<file path="config.mk">
export PLATFORM = sky130hd
export DESIGN_NAME = rib_top
export DESIGN_NICKNAME = d
export VERILOG_FILES = /design/src/common/rib_pkg.sv /design/src/common/rib_req_if.sv /design/src/rib/rib_arbiter.sv /design/src/rib/rib_master_mux.sv /design/src/rib/rib_slave_router.sv /design/src/rib/rib_top.sv
export VERILOG_INCLUDE_DIRS = /design/src /design/src/common
export SDC_FILE = /design/constraint.sdc
export NUM_CORES = 1
export LEC_CHECK = 0
export BUFFER_PORTS_ARGS = -buffer_cell sky130_fd_sc_hd__buf_2
export CAP_MARGIN = 20
export CORE_AREA = 2 2 270 272
export CTS_CLUSTER_DIAMETER = 150
export DETAILED_ROUTE_END_ITERATION = 12
export DIE_AREA = 0 0 272 274
export GPL_TIMING_DRIVEN = 0
export PLACE_DENSITY_LB_ADDON = 0.3
export RECOVER_POWER = 50
export SYNTH_ARGS = -nofsm -noshare
export SYNTH_HDL_FRONTEND = slang
export SYNTH_SLANG_ARGS = --single-unit
</file>
<file path="constraint.sdc">
create_clock -name clk -period 2.9 [get_ports clk]
set_input_delay 0.58 -clock clk [delete_from_list [all_inputs] [get_ports clk]]
set_output_delay 0.58 -clock clk [all_outputs]
set_load 0.03 [all_outputs]
</file>
<file path="src/common/rib_settings.svh">
/*
 * Bus widths, counts and the fetch default word.
 * The select field always sits at the top of the address, so SEL_W + OFFSET_W
 * must equal ADDR_W. Selects from N_SLAVES upward are unmapped.
 */
`ifndef RIB_SETTINGS_SVH
`define RIB_SETTINGS_SVH

// address and data path
`define RIB_ADDR_W      32
`define RIB_DATA_W      32

// top nibble picks the slave, the rest is the offset
`define RIB_SEL_W       4
`define RIB_OFFSET_W    28

// masters: data, fetch, aux
`define RIB_N_MASTERS   3

// selects 0..3 mapped
`define RIB_N_SLAVES    4

// addi x0, x0, 0
`define RIB_INST_NOP    32'h0000_0013

`endif

</file>
<file path="src/common/rib_pkg.sv">
/*
 * Types shared by the bus interconnect.
 * The master id codes double as bit positions in the arbiter request vector.
 */
`include "rib_settings.svh"

package rib_pkg;

    // code 3 is never granted
    typedef enum logic [1:0] {
        MASTER_DATA  = 2'd0,  // m0, highest priority
        MASTER_FETCH = 2'd1,  // m1, parks the grant
        MASTER_AUX   = 2'd2   // m2
    } master_id_e;

    // select in the top bits, offset below
    typedef struct packed {
        logic [`RIB_SEL_W-1:0]    sel;
        logic [`RIB_OFFSET_W-1:0] offset;
    } rib_addr_fields_s;

    // mux passes the raw word, router splits it
    typedef union packed {
        logic [`RIB_ADDR_W-1:0] raw;
        rib_addr_fields_s       fields;
    } rib_addr_u;

endpackage

</file>
<file path="src/common/rib_req_if.sv">
/*
 * Carries the single granted request from the master mux to the slave router.
 * Response signals are combinational in the same cycle as the request.
 */
`include "rib_settings.svh"

interface rib_req_if;

    rib_pkg::rib_addr_u       addr;   // full address, select still in it
    logic [`RIB_DATA_W-1:0]   wdata;
    logic                     we;
    logic                     req;
    logic [`RIB_DATA_W-1:0]   rdata;  // from the selected slave
    logic                     ack;

    modport mux_mp (
        output addr,
        output wdata,
        output we,
        output req,
        input  rdata,
        input  ack
    );

    modport router_mp (
        input  addr,
        input  wdata,
        input  we,
        input  req,
        output rdata,
        output ack
    );

endinterface

</file>
<file path="src/rib/rib_arbiter.sv">
/*
 * Registered fixed-priority arbiter: m0 over m2 over m1.
 * A new requester is granted from the next cycle on; m1 holds the grant
 * whenever nobody else asks. hold_flag_o is combinational from the requests.
 */
`include "rib_settings.svh"

module rib_arbiter (
    input  logic                      clk,
    input  logic                      arst_n_i,
    input  logic [`RIB_N_MASTERS-1:0] req_i,       // bit index = master id
    output rib_pkg::master_id_e       grant_o,
    output logic                      hold_flag_o
);

    rib_pkg::master_id_e grant_q;
    rib_pkg::master_id_e grant_d;

    // priority pick for the next cycle
    always_comb begin
        if (req_i[rib_pkg::MASTER_DATA]) begin
            grant_d = rib_pkg::MASTER_DATA;
        end else if (req_i[rib_pkg::MASTER_AUX]) begin
            grant_d = rib_pkg::MASTER_AUX;
        end else begin
            grant_d = rib_pkg::MASTER_FETCH;    // park on fetch
        end
    end

    always_ff @(posedge clk or negedge arst_n_i) begin
        if (!arst_n_i) begin
            grant_q <= rib_pkg::MASTER_FETCH;
        end else begin
            grant_q <= grant_d;
        end
    end

    assign grant_o = grant_q;

    // stall the pipeline while a non-parking master wants the bus
    assign hold_flag_o = req_i[rib_pkg::MASTER_DATA] | req_i[rib_pkg::MASTER_AUX];

    // the mux has no path for code 3, so a master would hang forever
    grant_code_legal_a: assert property (
        @(posedge clk) disable iff (!arst_n_i)
        grant_o inside {rib_pkg::MASTER_DATA, rib_pkg::MASTER_FETCH, rib_pkg::MASTER_AUX}
    ) else $error("arbiter grant took unused code %0d", grant_o);

endmodule

</file>
<file path="src/rib/rib_master_mux.sv">
/*
 * Puts the granted master's request on the internal bus and hands the
 * response back to that master only. Data to a master that is not acked is
 * zero, or the NOP word for the fetch master.
 */
`include "rib_settings.svh"

module rib_master_mux (
    input  rib_pkg::master_id_e     grant_i,
    // m0, data master
    input  logic [`RIB_ADDR_W-1:0]  m0_addr_i,
    input  logic [`RIB_DATA_W-1:0]  m0_data_i,
    input  logic                    m0_we_i,
    input  logic                    m0_req_i,
    output logic [`RIB_DATA_W-1:0]  m0_data_o,
    output logic                    m0_ack_o,
    // m1, instruction fetch
    input  logic [`RIB_ADDR_W-1:0]  m1_addr_i,
    input  logic [`RIB_DATA_W-1:0]  m1_data_i,
    input  logic                    m1_we_i,
    input  logic                    m1_req_i,
    output logic [`RIB_DATA_W-1:0]  m1_data_o,
    output logic                    m1_ack_o,
    // m2, second master
    input  logic [`RIB_ADDR_W-1:0]  m2_addr_i,
    input  logic [`RIB_DATA_W-1:0]  m2_data_i,
    input  logic                    m2_we_i,
    input  logic                    m2_req_i,
    output logic [`RIB_DATA_W-1:0]  m2_data_o,
    output logic                    m2_ack_o,
    rib_req_if.mux_mp               bus_o
);

    logic m0_served;
    logic m1_served;
    logic m2_served;

    always_comb begin
        bus_o.addr.raw = '0;
        bus_o.wdata    = '0;
        bus_o.we       = 1'b0;
        bus_o.req      = 1'b0;
        case (grant_i)
            rib_pkg::MASTER_DATA: begin
                bus_o.addr.raw = m0_addr_i;
                bus_o.wdata    = m0_data_i;
                bus_o.we       = m0_we_i;
                bus_o.req      = m0_req_i;
            end
            rib_pkg::MASTER_FETCH: begin
                bus_o.addr.raw = m1_addr_i;
                bus_o.wdata    = m1_data_i;
                bus_o.we       = m1_we_i;
                bus_o.req      = m1_req_i;
            end
            rib_pkg::MASTER_AUX: begin
                bus_o.addr.raw = m2_addr_i;
                bus_o.wdata    = m2_data_i;
                bus_o.we       = m2_we_i;
                bus_o.req      = m2_req_i;
            end
            default: begin
                bus_o.req      = 1'b0;  // no owner, bus idle
            end
        endcase
    end

    // only the grant owner ever sees the slave ack
    assign m0_served = (grant_i == rib_pkg::MASTER_DATA) && bus_o.ack;
    assign m1_served = (grant_i == rib_pkg::MASTER_FETCH) && bus_o.ack;
    assign m2_served = (grant_i == rib_pkg::MASTER_AUX) && bus_o.ack;

    assign m0_ack_o  = m0_served;
    assign m1_ack_o  = m1_served;
    assign m2_ack_o  = m2_served;
    assign m0_data_o = m0_served ? bus_o.rdata : '0;
    assign m1_data_o = m1_served ? bus_o.rdata : `RIB_INST_NOP;  // fetch stalls on a NOP
    assign m2_data_o = m2_served ? bus_o.rdata : '0;

    always_comb begin
        one_master_ack_a: assert final ($onehot0({m2_ack_o, m1_ack_o, m0_ack_o}))
            else $error("more than one master acked");
    end

endmodule

</file>
<file path="src/rib/rib_slave_router.sv">
/*
 * Decodes the top address nibble and drives the one matching slave with the
 * offset, top nibble cleared. Unmapped selects raise no slave request and
 * get no ack, so the master waits until it withdraws.
 */
`include "rib_settings.svh"

module rib_slave_router (
    rib_req_if.router_mp            bus_i,
    output logic [`RIB_ADDR_W-1:0]  s0_addr_o,
    output logic [`RIB_DATA_W-1:0]  s0_data_o,
    output logic                    s0_we_o,
    output logic                    s0_req_o,
    input  logic [`RIB_DATA_W-1:0]  s0_data_i,
    input  logic                    s0_ack_i,
    output logic [`RIB_ADDR_W-1:0]  s1_addr_o,
    output logic [`RIB_DATA_W-1:0]  s1_data_o,
    output logic                    s1_we_o,
    output logic                    s1_req_o,
    input  logic [`RIB_DATA_W-1:0]  s1_data_i,
    input  logic                    s1_ack_i,
    output logic [`RIB_ADDR_W-1:0]  s2_addr_o,
    output logic [`RIB_DATA_W-1:0]  s2_data_o,
    output logic                    s2_we_o,
    output logic                    s2_req_o,
    input  logic [`RIB_DATA_W-1:0]  s2_data_i,
    input  logic                    s2_ack_i,
    output logic [`RIB_ADDR_W-1:0]  s3_addr_o,
    output logic [`RIB_DATA_W-1:0]  s3_data_o,
    output logic                    s3_we_o,
    output logic                    s3_req_o,
    input  logic [`RIB_DATA_W-1:0]  s3_data_i,
    input  logic                    s3_ack_i
);

    logic [`RIB_SEL_W-1:0]    sel;
    logic [`RIB_ADDR_W-1:0]   offset_word;
    logic [`RIB_N_SLAVES-1:0] hit;          // one-hot or zero when unmapped
    logic [`RIB_N_SLAVES-1:0] s_ack;
    logic [`RIB_DATA_W-1:0]   s_rdata [`RIB_N_SLAVES];

    assign sel         = bus_i.addr.fields.sel;
    assign offset_word = {{`RIB_SEL_W{1'b0}}, bus_i.addr.fields.offset};

    always_comb begin
        for (int i = 0; i < `RIB_N_SLAVES; i++) begin
            hit[i] = (int'(sel) == i);
        end
    end

    assign s0_req_o  = hit[0] & bus_i.req;
    assign s0_we_o   = hit[0] & bus_i.we;
    assign s0_addr_o = hit[0] ? offset_word : '0;
    assign s0_data_o = hit[0] ? bus_i.wdata : '0;
    assign s1_req_o  = hit[1] & bus_i.req;
    assign s1_we_o   = hit[1] & bus_i.we;
    assign s1_addr_o = hit[1] ? offset_word : '0;
    assign s1_data_o = hit[1] ? bus_i.wdata : '0;
    assign s2_req_o  = hit[2] & bus_i.req;
    assign s2_we_o   = hit[2] & bus_i.we;
    assign s2_addr_o = hit[2] ? offset_word : '0;
    assign s2_data_o = hit[2] ? bus_i.wdata : '0;
    assign s3_req_o  = hit[3] & bus_i.req;
    assign s3_we_o   = hit[3] & bus_i.we;
    assign s3_addr_o = hit[3] ? offset_word : '0;
    assign s3_data_o = hit[3] ? bus_i.wdata : '0;

    // response side, gathered for the select loop
    assign s_ack      = {s3_ack_i, s2_ack_i, s1_ack_i, s0_ack_i};
    assign s_rdata[0] = s0_data_i;
    assign s_rdata[1] = s1_data_i;
    assign s_rdata[2] = s2_data_i;
    assign s_rdata[3] = s3_data_i;

    always_comb begin
        bus_i.ack   = 1'b0;   // unmapped stays silent
        bus_i.rdata = '0;
        for (int i = 0; i < `RIB_N_SLAVES; i++) begin
            if (hit[i]) begin
                bus_i.ack   = s_ack[i];
                bus_i.rdata = s_rdata[i];
            end
        end
    end

    always_comb begin
        one_slave_req_a: assert final ($onehot0({s3_req_o, s2_req_o, s1_req_o, s0_req_o}))
            else $error("more than one slave request at select %0d", sel);
    end

endmodule

</file>
<file path="src/rib/rib_top.sv">
/*
 * Three masters, four slaves, one transfer at a time.
 * Master to slave request and slave to master response are combinational
 * once the grant is held; grant changes take effect one cycle after a request.
 */
`include "rib_settings.svh"

module rib_top (
    input  logic                    clk,
    input  logic                    arst_n_i,
    input  logic [`RIB_ADDR_W-1:0]  m0_addr_i,
    input  logic [`RIB_DATA_W-1:0]  m0_data_i,
    output logic [`RIB_DATA_W-1:0]  m0_data_o,
    input  logic                    m0_req_i,
    input  logic                    m0_we_i,
    output logic                    m0_ack_o,
    input  logic [`RIB_ADDR_W-1:0]  m1_addr_i,
    input  logic [`RIB_DATA_W-1:0]  m1_data_i,
    output logic [`RIB_DATA_W-1:0]  m1_data_o,
    input  logic                    m1_req_i,
    input  logic                    m1_we_i,
    output logic                    m1_ack_o,
    input  logic [`RIB_ADDR_W-1:0]  m2_addr_i,
    input  logic [`RIB_DATA_W-1:0]  m2_data_i,
    output logic [`RIB_DATA_W-1:0]  m2_data_o,
    input  logic                    m2_req_i,
    input  logic                    m2_we_i,
    output logic                    m2_ack_o,
    output logic [`RIB_ADDR_W-1:0]  s0_addr_o,
    output logic [`RIB_DATA_W-1:0]  s0_data_o,
    input  logic [`RIB_DATA_W-1:0]  s0_data_i,
    output logic                    s0_req_o,
    output logic                    s0_we_o,
    input  logic                    s0_ack_i,
    output logic [`RIB_ADDR_W-1:0]  s1_addr_o,
    output logic [`RIB_DATA_W-1:0]  s1_data_o,
    input  logic [`RIB_DATA_W-1:0]  s1_data_i,
    output logic                    s1_req_o,
    output logic                    s1_we_o,
    input  logic                    s1_ack_i,
    output logic [`RIB_ADDR_W-1:0]  s2_addr_o,
    output logic [`RIB_DATA_W-1:0]  s2_data_o,
    input  logic [`RIB_DATA_W-1:0]  s2_data_i,
    output logic                    s2_req_o,
    output logic                    s2_we_o,
    input  logic                    s2_ack_i,
    output logic [`RIB_ADDR_W-1:0]  s3_addr_o,
    output logic [`RIB_DATA_W-1:0]  s3_data_o,
    input  logic [`RIB_DATA_W-1:0]  s3_data_i,
    output logic                    s3_req_o,
    output logic                    s3_we_o,
    input  logic                    s3_ack_i,
    output logic                    hold_flag_o   // pipeline stall to the core
);

    rib_pkg::master_id_e grant;

    rib_req_if req_bus ();

    rib_arbiter u_arbiter (
        .clk         (clk),
        .arst_n_i    (arst_n_i),
        .req_i       ({m2_req_i, m1_req_i, m0_req_i}),  // index = master id
        .grant_o     (grant),
        .hold_flag_o (hold_flag_o)
    );

    // master ports match by name
    rib_master_mux u_master_mux (
        .grant_i (grant),
        .bus_o   (req_bus),
        .*
    );

    // slave ports match by name
    rib_slave_router u_slave_router (
        .bus_i (req_bus),
        .*
    );

endmodule

</file>
* After elaboration in Yosys (flattened, before gate mapping)
Index checks and enable logic that the tools add are counted. W data, S select, Z words.
Word-level totals: register bits 2, memories kept 0, memory bits (writable) 0, bits in latches 0, output and inout bits 364, bits of input ports 332, memory bits (read-only) 0, word-level logic and storage cells 45
Operators by class: $mul 0, shift operators 0, reductions and logical operators 5, divide/modulo/power cells 0, eq/ne operators 5, multiplexer cells 25, add/subtract/negate cells 0, order comparisons 0, bitwise gates (word level) 9
Operators by type and width (count):
- $mux W32 | 11
- $pmux W32 S3 | 2
- $mux W28 | 4
- $and A1 B1 Y1 | 8
- $eq A4 B3 Y1 const B | 2
- $pmux W1 S3 | 2
- $eq A4 B2 Y1 const B | 1
- $logic_not A4 Y1 | 1
- $mux W1 | 4
- $mux W2 | 2
- $logic_and A1 B1 Y1 | 3
- $eq A2 B1 Y1 const B | 1
- $eq A2 B2 Y1 const B | 1
- $logic_not A2 Y1 | 1
- $or A1 B1 Y1 | 1

* Depth between registers and ports, before layout
Gate-level depths: netlist (run 1).
depth in word-level cells 9, gate-level depth with buffers 9, gate-level depth less buffers 5

* Modules after synthesis
Synthesis (run 1) repeated with hierarchy kept, for this count alone.
Unflattened totals: cell total of the unflattened synthesis 718, area, all modules 5201.2 µm²
By module, submodules not included:
- rib_slave_router | area each 3091.7 µm², cells each 410, times used 1, seq. area each 0.0 µm²
- rib_master_mux | area each 2039.5 µm², cells each 303, times used 1, seq. area each 0.0 µm²
- rib_arbiter | area each 70.1 µm², cells each 5, times used 1, seq. area each 51.3 µm²

* Least setup slack after synthesis (run 1)
No wires, ideal clock.
path type input-to-output, from input port m1_addr_i[30], to output port m0_data_o[23], setup slack -0.060 ns, stages 7, required time 2.320 ns, buffers on the path 2, data arrival time 2.380 ns, path through o21ai_0 > o221a_4 > buf_6 > buf_2 > o2111ai_1 > a32o_1 > nor3_1
On the way: word-level cells in the longest chain between the ends 8, elaborated cells between the ends (all ways) 15, classes of those cells eq/ne (3); mux (10); reduce/logical (2)
RTL lines:
- from (decl) | RTL line rib_top.sv:17 | input logic [`RIB_ADDR_W-1:0] m1_addr_i,
- $pmux W32 S3 (*) | RTL line rib_master_mux.sv:43 | case (grant_i)
- $logic_not A4 Y1 | RTL line rib_slave_router.sv:47 | hit[i] = (int'(sel) == i);
- $mux W1 (4 in series) | RTL line rib_slave_router.sv:79 | if (hit[i]) begin
- $logic_and A1 B1 Y1 | RTL line rib_master_mux.sv:69 | assign m0_served = (grant_i == rib_pkg::MASTER_DATA) && bus_o.ack;
- $mux W32 (*) | RTL line rib_master_mux.sv:76 | assign m0_data_o = m0_served ? bus_o.rdata : '0;
- to (decl) | RTL line rib_top.sv:13 | output logic [`RIB_DATA_W-1:0] m0_data_o,
Mark *: on every way between the ends. The rest lies on a longest branch, timed or not.

* Worst setup path after layout (run 1)
from register u_arbiter.grant_q[0], in the netlist u_arbiter.grant_o[0], to output port m1_data_o[27]
On the way: word-level cells in the longest chain between the ends 9, elaborated cells between the ends (all ways) 18, classes of those cells eq/ne (5); mux (10); reduce/logical (3)
RTL lines:
- from (decl) | RTL line rib_arbiter.sv:16 | rib_pkg::master_id_e grant_q;
- from (signal assigned) | RTL line rib_arbiter.sv:32 | grant_q <= rib_pkg::MASTER_FETCH;
- from (signal assigned) | RTL line rib_arbiter.sv:34 | grant_q <= grant_d;
- $eq A2 B2 Y1 (tied with other cells) | RTL line rib_master_mux.sv:43
- $pmux W32 S3 | RTL line rib_master_mux.sv:43
- $logic_not A4 Y1 | RTL line rib_slave_router.sv:47
- $mux W1 (4 in series) | RTL line rib_slave_router.sv:79
- $logic_and A1 B1 Y1 | RTL line rib_master_mux.sv:70 | assign m1_served = (grant_i == rib_pkg::MASTER_FETCH) && bus_o.ack;
- $mux W32 (no source line) (*)
- to (decl) | RTL line rib_top.sv:19 | output logic [`RIB_DATA_W-1:0] m1_data_o,
Marked as above.

==> results of run 1 <==
path summary, 6_finish.rpt:
path,start,to,cells past startpoint
setup / recovery,u_arbiter.grant_o[0]$_DFF_PN1_,m1_data_o[27],12
hold / removal,arst_n_i,u_arbiter.grant_o[1]$_DFF_PN0_,1
max in group asynchronous,arst_n_i,u_arbiter.grant_o[0]$_DFF_PN1_,1
min in group clk,m0_req_i,u_arbiter.grant_o[1]$_DFF_PN0_,2
power breakdown:
part | switching (W) | internal, W | total, W
clock | 0.0000332 | 0.000181 | 0.000214
combinational | 0.00169 | 0.00114 | 0.00284
sequential | 0.00000315 | 0.0000302 | 0.0000334
total | 0.00173 | 0.00135 | 0.00308
per-stage QoR:
stage	setup TNS [ps]	hold slack, ps	power [W]
after CTS	-82770	135.1	0.002598
after global routing	-96500	142.5	0.003236
after floorplan	0	284.4	0.001078
after global placement	-304490	366.5	0.002003
after detailed placement	-295810	366.1	0.002014
final	-54700	135.9	0.003083
layer usage:
metal	track usage (%)	vias to the layer above	part of all wire [%]	routed length, um
li1	-	4493	-	-
met5	0	-	0.017	10
met3	1.892	98	5.8	3403
met4	5.755	2	4.9	2891
met2	25.73	570	50	29650
met1	15.75	4614	39	22860
synth_stat cells, drive strengths merged, types with 3 or more instances:
library cell    n
a21oi          62
a31oi           3
a32oi          30
and2           88
and3            4
buf            76
clkbuf         34
inv            34
mux2i          64
nand2           4
nand2b          4
nand3           3
nand4          32
nor2          313
nor2b           4
o2111ai        33
o211ai         32
cell type report:
class | count | area share (%)
buffer | 107 | 8.830
antenna | 7 | 0.1244
sequential | 2 | 0.3642
clock buffer | 4 | 0.5597
inverter | 34 | 0.9061
tap | 959 | 8.519
multi-input combinational | 711 | 39.63
timing repair buffer | 774 | 41.07
repair_timing:
item | CTS | global route
hold buffers | 0 | 0
buffers inserted | 31 | 42
cloned | 3 | 16
pin swaps | 31 | 75
endpoints found under the setup margin | 347 | 347
gates resized for setup | 326 | 750
cells by family after synthesis:
logic type / count (synthesis) / synth area share, %
AO/OA/AOI/OAI: 172 / 27.79
buffers and inverters: 144 / 14.87
flip-flops: 2 / 1.053
multiplexers: 65 / 13.71
other: 1 / 0.07697
AND/OR/NAND/NOR: 457 / 42.50
==> results_dict.tcl, run 1 <==
set metrics [dict create \
    ys_warn_count 0 \
    routed_via_density 3.763 \
    cts_root_buffer "clkbuf_16" \
    grt_start_max_net_pins 11 \
    yosys.area.top_type "nor2_1" \
    slowest_delay_ps 650 \
    layout_setup_ws_ps -307.6 \
    path_max_fanout 8 \
    cp_slowest_cell "dfstp_2" \
    rows 99 \
    post-route-util_pct 19.57 \
    violations "negative setup slack" \
    cts-htree-levels 1 \
    clock.fmax_mhz 311.8 \
    route.detailed.drc 0 \
    final_layout_size_suffix_gt1_share_pct 69.73 \
    p_leak_nw 6.648 \
    finalCriticalPeriod_ps 3208 \
    start_kind "flip-flop" \
    clkSinkCount 2 \
    ys_types 44 \
    design_area_sq_um 14080 \
    antenna_left 0 \
    nets 1965 \
    crit_arrival_ps 2630 \
    cts_tree "yes" \
    grt_pass1_wl_um 72650 \
    chipHeight_um 274 \
    cellPowerDensity_nw_per_um2 218.9 \
    grt_overflow 0 \
    drv_slew 0 \
    rsz0062_at_grt "true" \
    wl_um 58820 \
    pin_count 696 \
    clk_pin_slew_ps 30 \
    path_buf_inv 7 \
    placed_cell_area_sq_um 9588 \
    hpwlAfterDp_um 48360 \
    yosys-top-cells-area "nor2_1 (24%), mux2i_1 (13%), and2_1 (11%), a21oi_1 (6.4%), o2111ai_1 (5.8%)" \
    vias 9777 \
    ys_ff_latch 2 \
    grtUsageTotal_pct 13.83 \
    dr.pass1.iters 4 \
    dieArea_sq_um 74530 \
    worst_pin_slew_ps 748.5 \
    seqCellArea_sq_um 51.30 \
    syn_inst 841 \
    cap_violations 0 \
    synth-edff-count 0 \
    syn2layout_area_growth_pct 189.1 \
    synth.cell_area_sq_um 4872 \
    yosys.area.top_type_share_pct 24.11 \
    multi_input_area_sq_um 5582 \
    clock_path_buffers 2 \
    synthArstFlopShare_pct 100.0 \
    pre_cts_ws_ps -1487 \
    syn_avg_cell_area_sq_um 5.793 \
    core_area_sq_um 71970 \
    path_cells "nor2b_4 > buf_6 > a2bb2oi_4 > buf_12 > buf_12 > nor3_4 > buf_6 > buf_6 > buf_12 > a32oi_2 > and2_4 > buf_6" \
    port_buffers 679 \
    gp_congestion 0.8931 \
    die_x_um 272 \
    crit_path_frequent_cell "buf_6" \
    cts_buffers 3 \
    mostFrequentLayoutCells "buf_2 (486), nor2_1 (252), buf_6 (188), buf_4 (110), and2_4 (72)" \
    fin_crit_sh_pct 110.6 \
    grt_pass1_vias 9141 \
    worstHoldPathType "in -> async" \
    largest_register_ffs 2 \
    status "finished with violations" \
    ir_drop_mv 0.1400 \
    fin_cells 2598 \
    synth_ff_type "dfstp_2" \
    ys_seq_area_share_pct 1.053 \
    finalSetupViolCount 344 \
    max_slew_margin_pct 50.10 \
    post_drt_wl_per_cell_um 22.64 \
    dp_cells 2499 \
    start_util_pct 6.770 \
    path_delay_family "buffers and inverters" \
    worstPathRequired_ps 2320 \
    n_fill_cell 8162 \
    antenna_found_initial 15 \
    final_common_cell "buf_2" \
    critical_path.endpoint_type "output pin" \
    initialDrtViolationCount 384 \
    setup.worst_path.class "reg -> out" \
    hold_viol_final 0 \
]
No activity file was read; power rests on OpenSTA's default activity.
==> run 2: changes to the inputs <==
--- a/config.mk
+++ b/config.mk
@@ -18,3 +18,4 @@
 export SYNTH_ARGS = -nofsm -noshare
 export SYNTH_HDL_FRONTEND = slang
 export SYNTH_SLANG_ARGS = --single-unit
+export TNS_END_PERCENT = 20
==> run 2 against run 1 <==
Effect of this change:
- the flow still finishes with violations (negative setup slack)
- worst setup slack got worse by 4.3 ps
- largest power group unchanged
- combinational power decreased by 7.7%
- sequential power about the same
- die area unchanged
- first-iteration DRC count increased by 25%
- clock power about the same
- hold slack improved by 0.66 ps
- sequential cell count unchanged
- non-clock buffer count decreased by 27
- total power decreased by 7.0%
- wire length decreased by 2.9%
- final cell count decreased by 1.1%
==> results_dict.tcl, run 2 (synthesis gave the netlist of run 1 again) <==
set metrics [dict create \
    status "finished with violations" \
    violations "negative setup slack" \
    wl_um 57130 \
    start_kind "flip-flop" \
    worst_pin_slew_ps 579.0 \
    crit_path_frequent_cell "buf_6" \
    clock.fmax_mhz 311.3 \
    grt_pass1_wl_um 72650 \
    antenna_found_initial 15 \
    rsz0062_at_grt "true" \
    final_common_cell "buf_2" \
    critPathLaunch "u_arbiter.grant_o[1]$_DFF_PN0_" \
    path_max_fanout 10 \
    mostFrequentLayoutCells "buf_2 (464), nor2_1 (291), buf_6 (152), buf_4 (135), mux2i_1 (62)" \
    cts-htree-levels 1 \
    grt_overflow 0 \
    p_leak_nw 6.294 \
    p_int_w 0.001233 \
    p_seq_share_pct 1.2 \
    critical_path.endpoint_type "output pin" \
    setup.worst_path.class "reg -> out" \
    total_power_w 0.002868 \
    endpoint "m1_data_o[15]" \
    hold_viol_final 0 \
    die_x_um 272 \
    grt_pass1_vias 9141 \
    nets 1937 \
    crit_arrival_ps 2630 \
    grtUsageTotal_pct 13.83 \
    cts_root_buffer "clkbuf_16" \
    initialDrtViolationCount 479 \
    path_cells "buf_6 > mux2i_4 > buf_4 > o2bb2ai_4 > clkbuf_4 > o211ai_1 > a32oi_2 > and2_1 > buf_6" \
    worstHoldPathType "in -> async" \
    clock_power_share_pct 7.5 \
    dr.pass1.iters 5 \
    core_area_sq_um 71970 \
    cap_violations 0 \
    slowest_delay_ps 400 \
    cts_tree "yes" \
    clk_pin_slew_ps 30 \
    drv_slew 0 \
    syn2layout_area_growth_pct 168.1 \
    final_layout_size_suffix_gt1_share_pct 65.15 \
    post_drt_wl_per_cell_um 22.23 \
    routed_via_density 3.721 \
    p_comb_share_pct 91.4 \
    dp_cells 2499 \
    finalSetupViolCount 332 \
    clkSinkCount 2 \
    finalCriticalPeriod_ps 3212 \
    grt_start_max_net_pins 11 \
    fin_crit_sh_pct 110.8 \
    cp_slowest_cell "a32oi_2" \
    max_slew_margin_pct 61.40 \
    hpwlAfterDp_um 48360 \
    p_switching_w 0.001635 \
    cellPowerDensity_nw_per_um2 219.6 \
    antenna_left 0 \
    cts_buffers 3 \
    pin_count 696 \
    gp_congestion 0.8931 \
    route.detailed.drc 0 \
    vias 9563 \
    chipHeight_um 274 \
    fin_cells 2570 \
    port_buffers 679 \
    worstPathRequired_ps 2320 \
    clock_path_buffers 2 \
    ir_drop_mv 0.1420 \
    layout_setup_ws_ps -311.9 \
    rows 99 \
    start_util_pct 6.770 \
    largest_register_ffs 2 \
    dieArea_sq_um 74530 \
    post-route-util_pct 18.15 \
    sw_frac_of_total_pct 57.01 \
]
## run 2: cell types whose count changed in the layout (fill, tap and decap cells not counted), sizes merged
| cell | change |
|---|---|
| nand2 | -1 |
| clkbuf | +23 |
| buf | -50 |
## run 2: repair_timing
action | 4_1_cts | 5_1_grt
resized for setup | 326 | 574
cloned | 3 | 7
hold endpoints to repair | 0 | 0
hold buffers | 0 | 0
setup buffers | 31 | 21
pin swaps | 31 | 61
endpoints found under the setup margin | 347 | 347
## run 2: per-layer routing
layer,track usage [%],vias up,share of wire [%]
li1,-,4432,-
met1,15.75,4474,39
met2,25.73,562,51
met3,1.892,93,5.8
met4,5.755,2,4.7
met5,0,-,0.018
## run 2: layout make-up
cell class	instances	area, sq um
diodes	7	17.52
well taps	959	1200
fillers	8296	58900
clock buffers	4	78.83
plain buffers	108	1161
multi-input cells	710	5177
inverters	34	127.6
flip-flops and latches	2	51.30
repair buffers	746	5250
## run 2: how the worst min path moves through the flow
stage | start | end | depth (start not counted)
floorplan | arst_n_i | u_arbiter.grant_o[1]$_DFF_PN0_ | 0
global placement | arst_n_i | u_arbiter.grant_o[1]$_DFF_PN0_ | 1
detailed placement | arst_n_i | u_arbiter.grant_o[1]$_DFF_PN0_ | 1
CTS | arst_n_i | u_arbiter.grant_o[1]$_DFF_PN0_ | 1
global route | arst_n_i | u_arbiter.grant_o[1]$_DFF_PN0_ | 1
finish | arst_n_i | u_arbiter.grant_o[1]$_DFF_PN0_ | 1
## run 2: through the flow
step / setup TNS [ps] / worst slack (ps) / hold WS [ps] / cell area, sq um
2_1_floorplan: 0 / 17.48 / 284.4 / 4933
4_1_cts: -82770 / -371.0 / 135.1 / 11280
3_5_place_dp: -295810 / -1487 / 366.1 / 9588
5_1_grt: -85740 / -405.1 / 142.5 / 13060
6_report: -42960 / -311.9 / 136.5 / 13060
3_3_place_gp: -304490 / -1662 / 366.5 / 9532
## run 2: power groups by stage
stage / clock network, W / registers [W] / logic, W
after floorplan: 0 / 0.0000315 / 0.00105
after global placement: 0 / 0.0000336 / 0.00197
after detailed placement: 0 / 0.0000335 / 0.00198
after CTS: 0.000218 / 0.0000337 / 0.00235
after global routing: 0.000223 / 0.0000338 / 0.00276
final: 0.000214 / 0.0000333 / 0.00262
## run 2: critical path, delay by kind of cell, from the launching register on
family	cells	cell delay, ps
AOI/OAI and AO/OA	3	830
buffers and inverters	4	770
DFF	1	390
and+or+nand+nor	1	210
muxes	1	200
==> run 3: changes to the inputs <==
--- a/config.mk
+++ b/config.mk
@@ -8,10 +8,10 @@
 export LEC_CHECK = 0
 export BUFFER_PORTS_ARGS = -buffer_cell sky130_fd_sc_hd__buf_2
 export CAP_MARGIN = 20
-export CORE_AREA = 2 2 270 272
+export CORE_AREA = 2 2 269 271
 export CTS_CLUSTER_DIAMETER = 150
 export DETAILED_ROUTE_END_ITERATION = 12
-export DIE_AREA = 0 0 272 274
+export DIE_AREA = 0 0 271 273
 export GPL_TIMING_DRIVEN = 0
 export PLACE_DENSITY_LB_ADDON = 0.3
 export RECOVER_POWER = 50
==> constraint.sdc (replaced) <==
create_clock -name clk -period 4.1 [get_ports clk]
set_input_delay 0.82 -clock clk [delete_from_list [all_inputs] [get_ports clk]]
set_output_delay 0.82 -clock clk [all_outputs]
set_load 0.03 [all_outputs]
==> run 3 against run 2 <==
Effect of this change:
- the flow now finishes without violations
- wire length shrank 7.8%
- non-clock buffer count fell by 57
- largest power group unchanged
- first-iteration DRC count down 15%
- total power is 46% lower
- die area is 0.73% lower
- final cell count decreased by 2.7%
- sequential cell count unchanged
- critical path depth shrank 1
==> results_dict.tcl, run 3 (synthesis gave the netlist of run 1 again) <==
set metrics [dict create \
    port_buffers 679 \
    grt_pass1_wl_um 69630 \
    p_leak_nw 5.383 \
    vias 9182 \
    cts-htree-levels 1 \
    multi_input_area_sq_um 4263 \
    finalSetupViolCount 0 \
    cap_violations 0 \
    drv_slew 0 \
    dp_cells 2491 \
    dieArea_sq_um 73980 \
    antenna_left 0 \
    clk_pin_slew_ps 30 \
    chipHeight_um 273 \
    cts_hold_buffers 0 \
    hold_viol_final 0 \
    rsz0062_at_grt "true" \
    clock.fmax_mhz 245.6 \
    syn2layout_area_growth_pct 101.4 \
    start_kind "flip-flop" \
    rows 98 \
    grt_pass1_vias 9252 \
    grtUsageTotal_pct 13.15 \
    post-route-util_pct 13.82 \
    max_slew_margin_pct 33.67 \
    fin_cells 2500 \
    final_common_cell "buf_2" \
    wl_um 52660 \
    clock_path_buffers 2 \
    nets 1880 \
    crit_arrival_ps 3250 \
    antenna_found_initial 2 \
    largest_register_ffs 2 \
    gp_congestion 0.9071 \
    grt_overflow 0 \
    status "finished clean" \
    post_drt_wl_per_cell_um 21.06 \
    total_power_w 0.001558 \
    initialDrtViolationCount 407 \
    die_x_um 271 \
    hpwlAfterDp_um 46240 \
    cts_buffers 3 \
    cts_tree "yes" \
    pin_count 696 \
    start_util_pct 6.863 \
    seqCellArea_sq_um 51.30 \
    ir_drop_mv 0.1033 \
    route.detailed.drc 0 \
    cts_root_buffer "clkbuf_16" \
    hold_slack_ps 377.8 \
    finalCriticalPeriod_ps 4072 \
    critical_path.endpoint_type "output pin" \
    grt_start_max_net_pins 11 \
    placed_cell_area_sq_um 9583 \
    routed_via_density 3.673 \
    worst_pin_slew_ps 995.0 \
    mostFrequentLayoutCells "buf_2 (714), nor2_1 (312), and2_1 (88), mux2i_1 (62), a21oi_1 (58)" \
    clkSinkCount 2 \
    dr.pass1.iters 5 \
    fin_crit_sh_pct 99.32 \
    cellPowerDensity_nw_per_um2 158.8 \
    path_max_fanout 10 \
    n_fill_cell 8430 \
    core_area_sq_um 71000 \
    design_area_sq_um 9813 \
    worstHoldPathType "in -> async" \
    setup.worst_path.class "reg -> out" \
    final_layout_size_suffix_gt1_share_pct 51.78 \
    worstPathRequired_ps 3280 \
]
==> run 3: layout make-up <==
class                      instances  area share [%]
timing repair buffer             687           35.36
antenna                            3         0.07650
multi-input combinational        710           43.44
inverter                          34           1.301
buffer                           110           6.388
clock buffer                       4          0.8033
tap                              950           12.11
sequential                         2          0.5228
==> run 3: routing by layer <==
metal | wire length, um | track usage [%] | share of wire [%]
met1 | 21220 | 15.16 | 40
met3 | 3256 | 2.038 | 6.2
met5 | 13 | 0 | 0.025
met4 | 2727 | 5.990 | 5.2
met2 | 25440 | 23.79 | 48
==> run 3: timing repair <==
| action | CTS | global route |
|---|---|---|
| endpoints found under the setup margin | 271 | 114 |
| buffers inserted | 2 | 0 |
| endpoints found under the hold margin | 0 | 0 |
| pin swaps | 1 | 1 |
| resized for setup | 25 | 20 |
==> run 3: critical path, stage by stage, from the launching register on <==
cell,delay (ps)
dfstp_2,620
nor2b_1,140
buf_2,220
o2bb2ai_2,290
o211ai_2,290
a31oi_2,810
buf_6,250
and2_1,190
buf_2,210
==> run 3: final timing paths <==
kind                                                 from                        endpoint  slack [ps]  cells after the start
min                                              arst_n_i  u_arbiter.grant_o[1]$_DFF_PN0_         380                      1
max in group asynchronous                        arst_n_i  u_arbiter.grant_o[0]$_DFF_PN1_        3510                      1
max                        u_arbiter.grant_o[0]$_DFF_PN1_                    m2_data_o[9]          30                      8
min in group clk                                 m0_req_i  u_arbiter.grant_o[1]$_DFF_PN0_         840                      2
==> run 3: through the flow <==
step	TNS [ps]	setup WS, ps
2_1_floorplan	0	660.4
3_3_place_gp	-81790	-808.8
3_5_place_dp	-85960	-592.8
4_1_cts	0	8.015
5_1_grt	-283.4	-67.72
6_report	0	27.98
==> run 3: where the power goes <==
part / internal (W) / switching, W
Clock: 0.000128 / 0.0000235
Sequential: 0.0000214 / 0.00000177
Combinational: 0.000417 / 0.000966
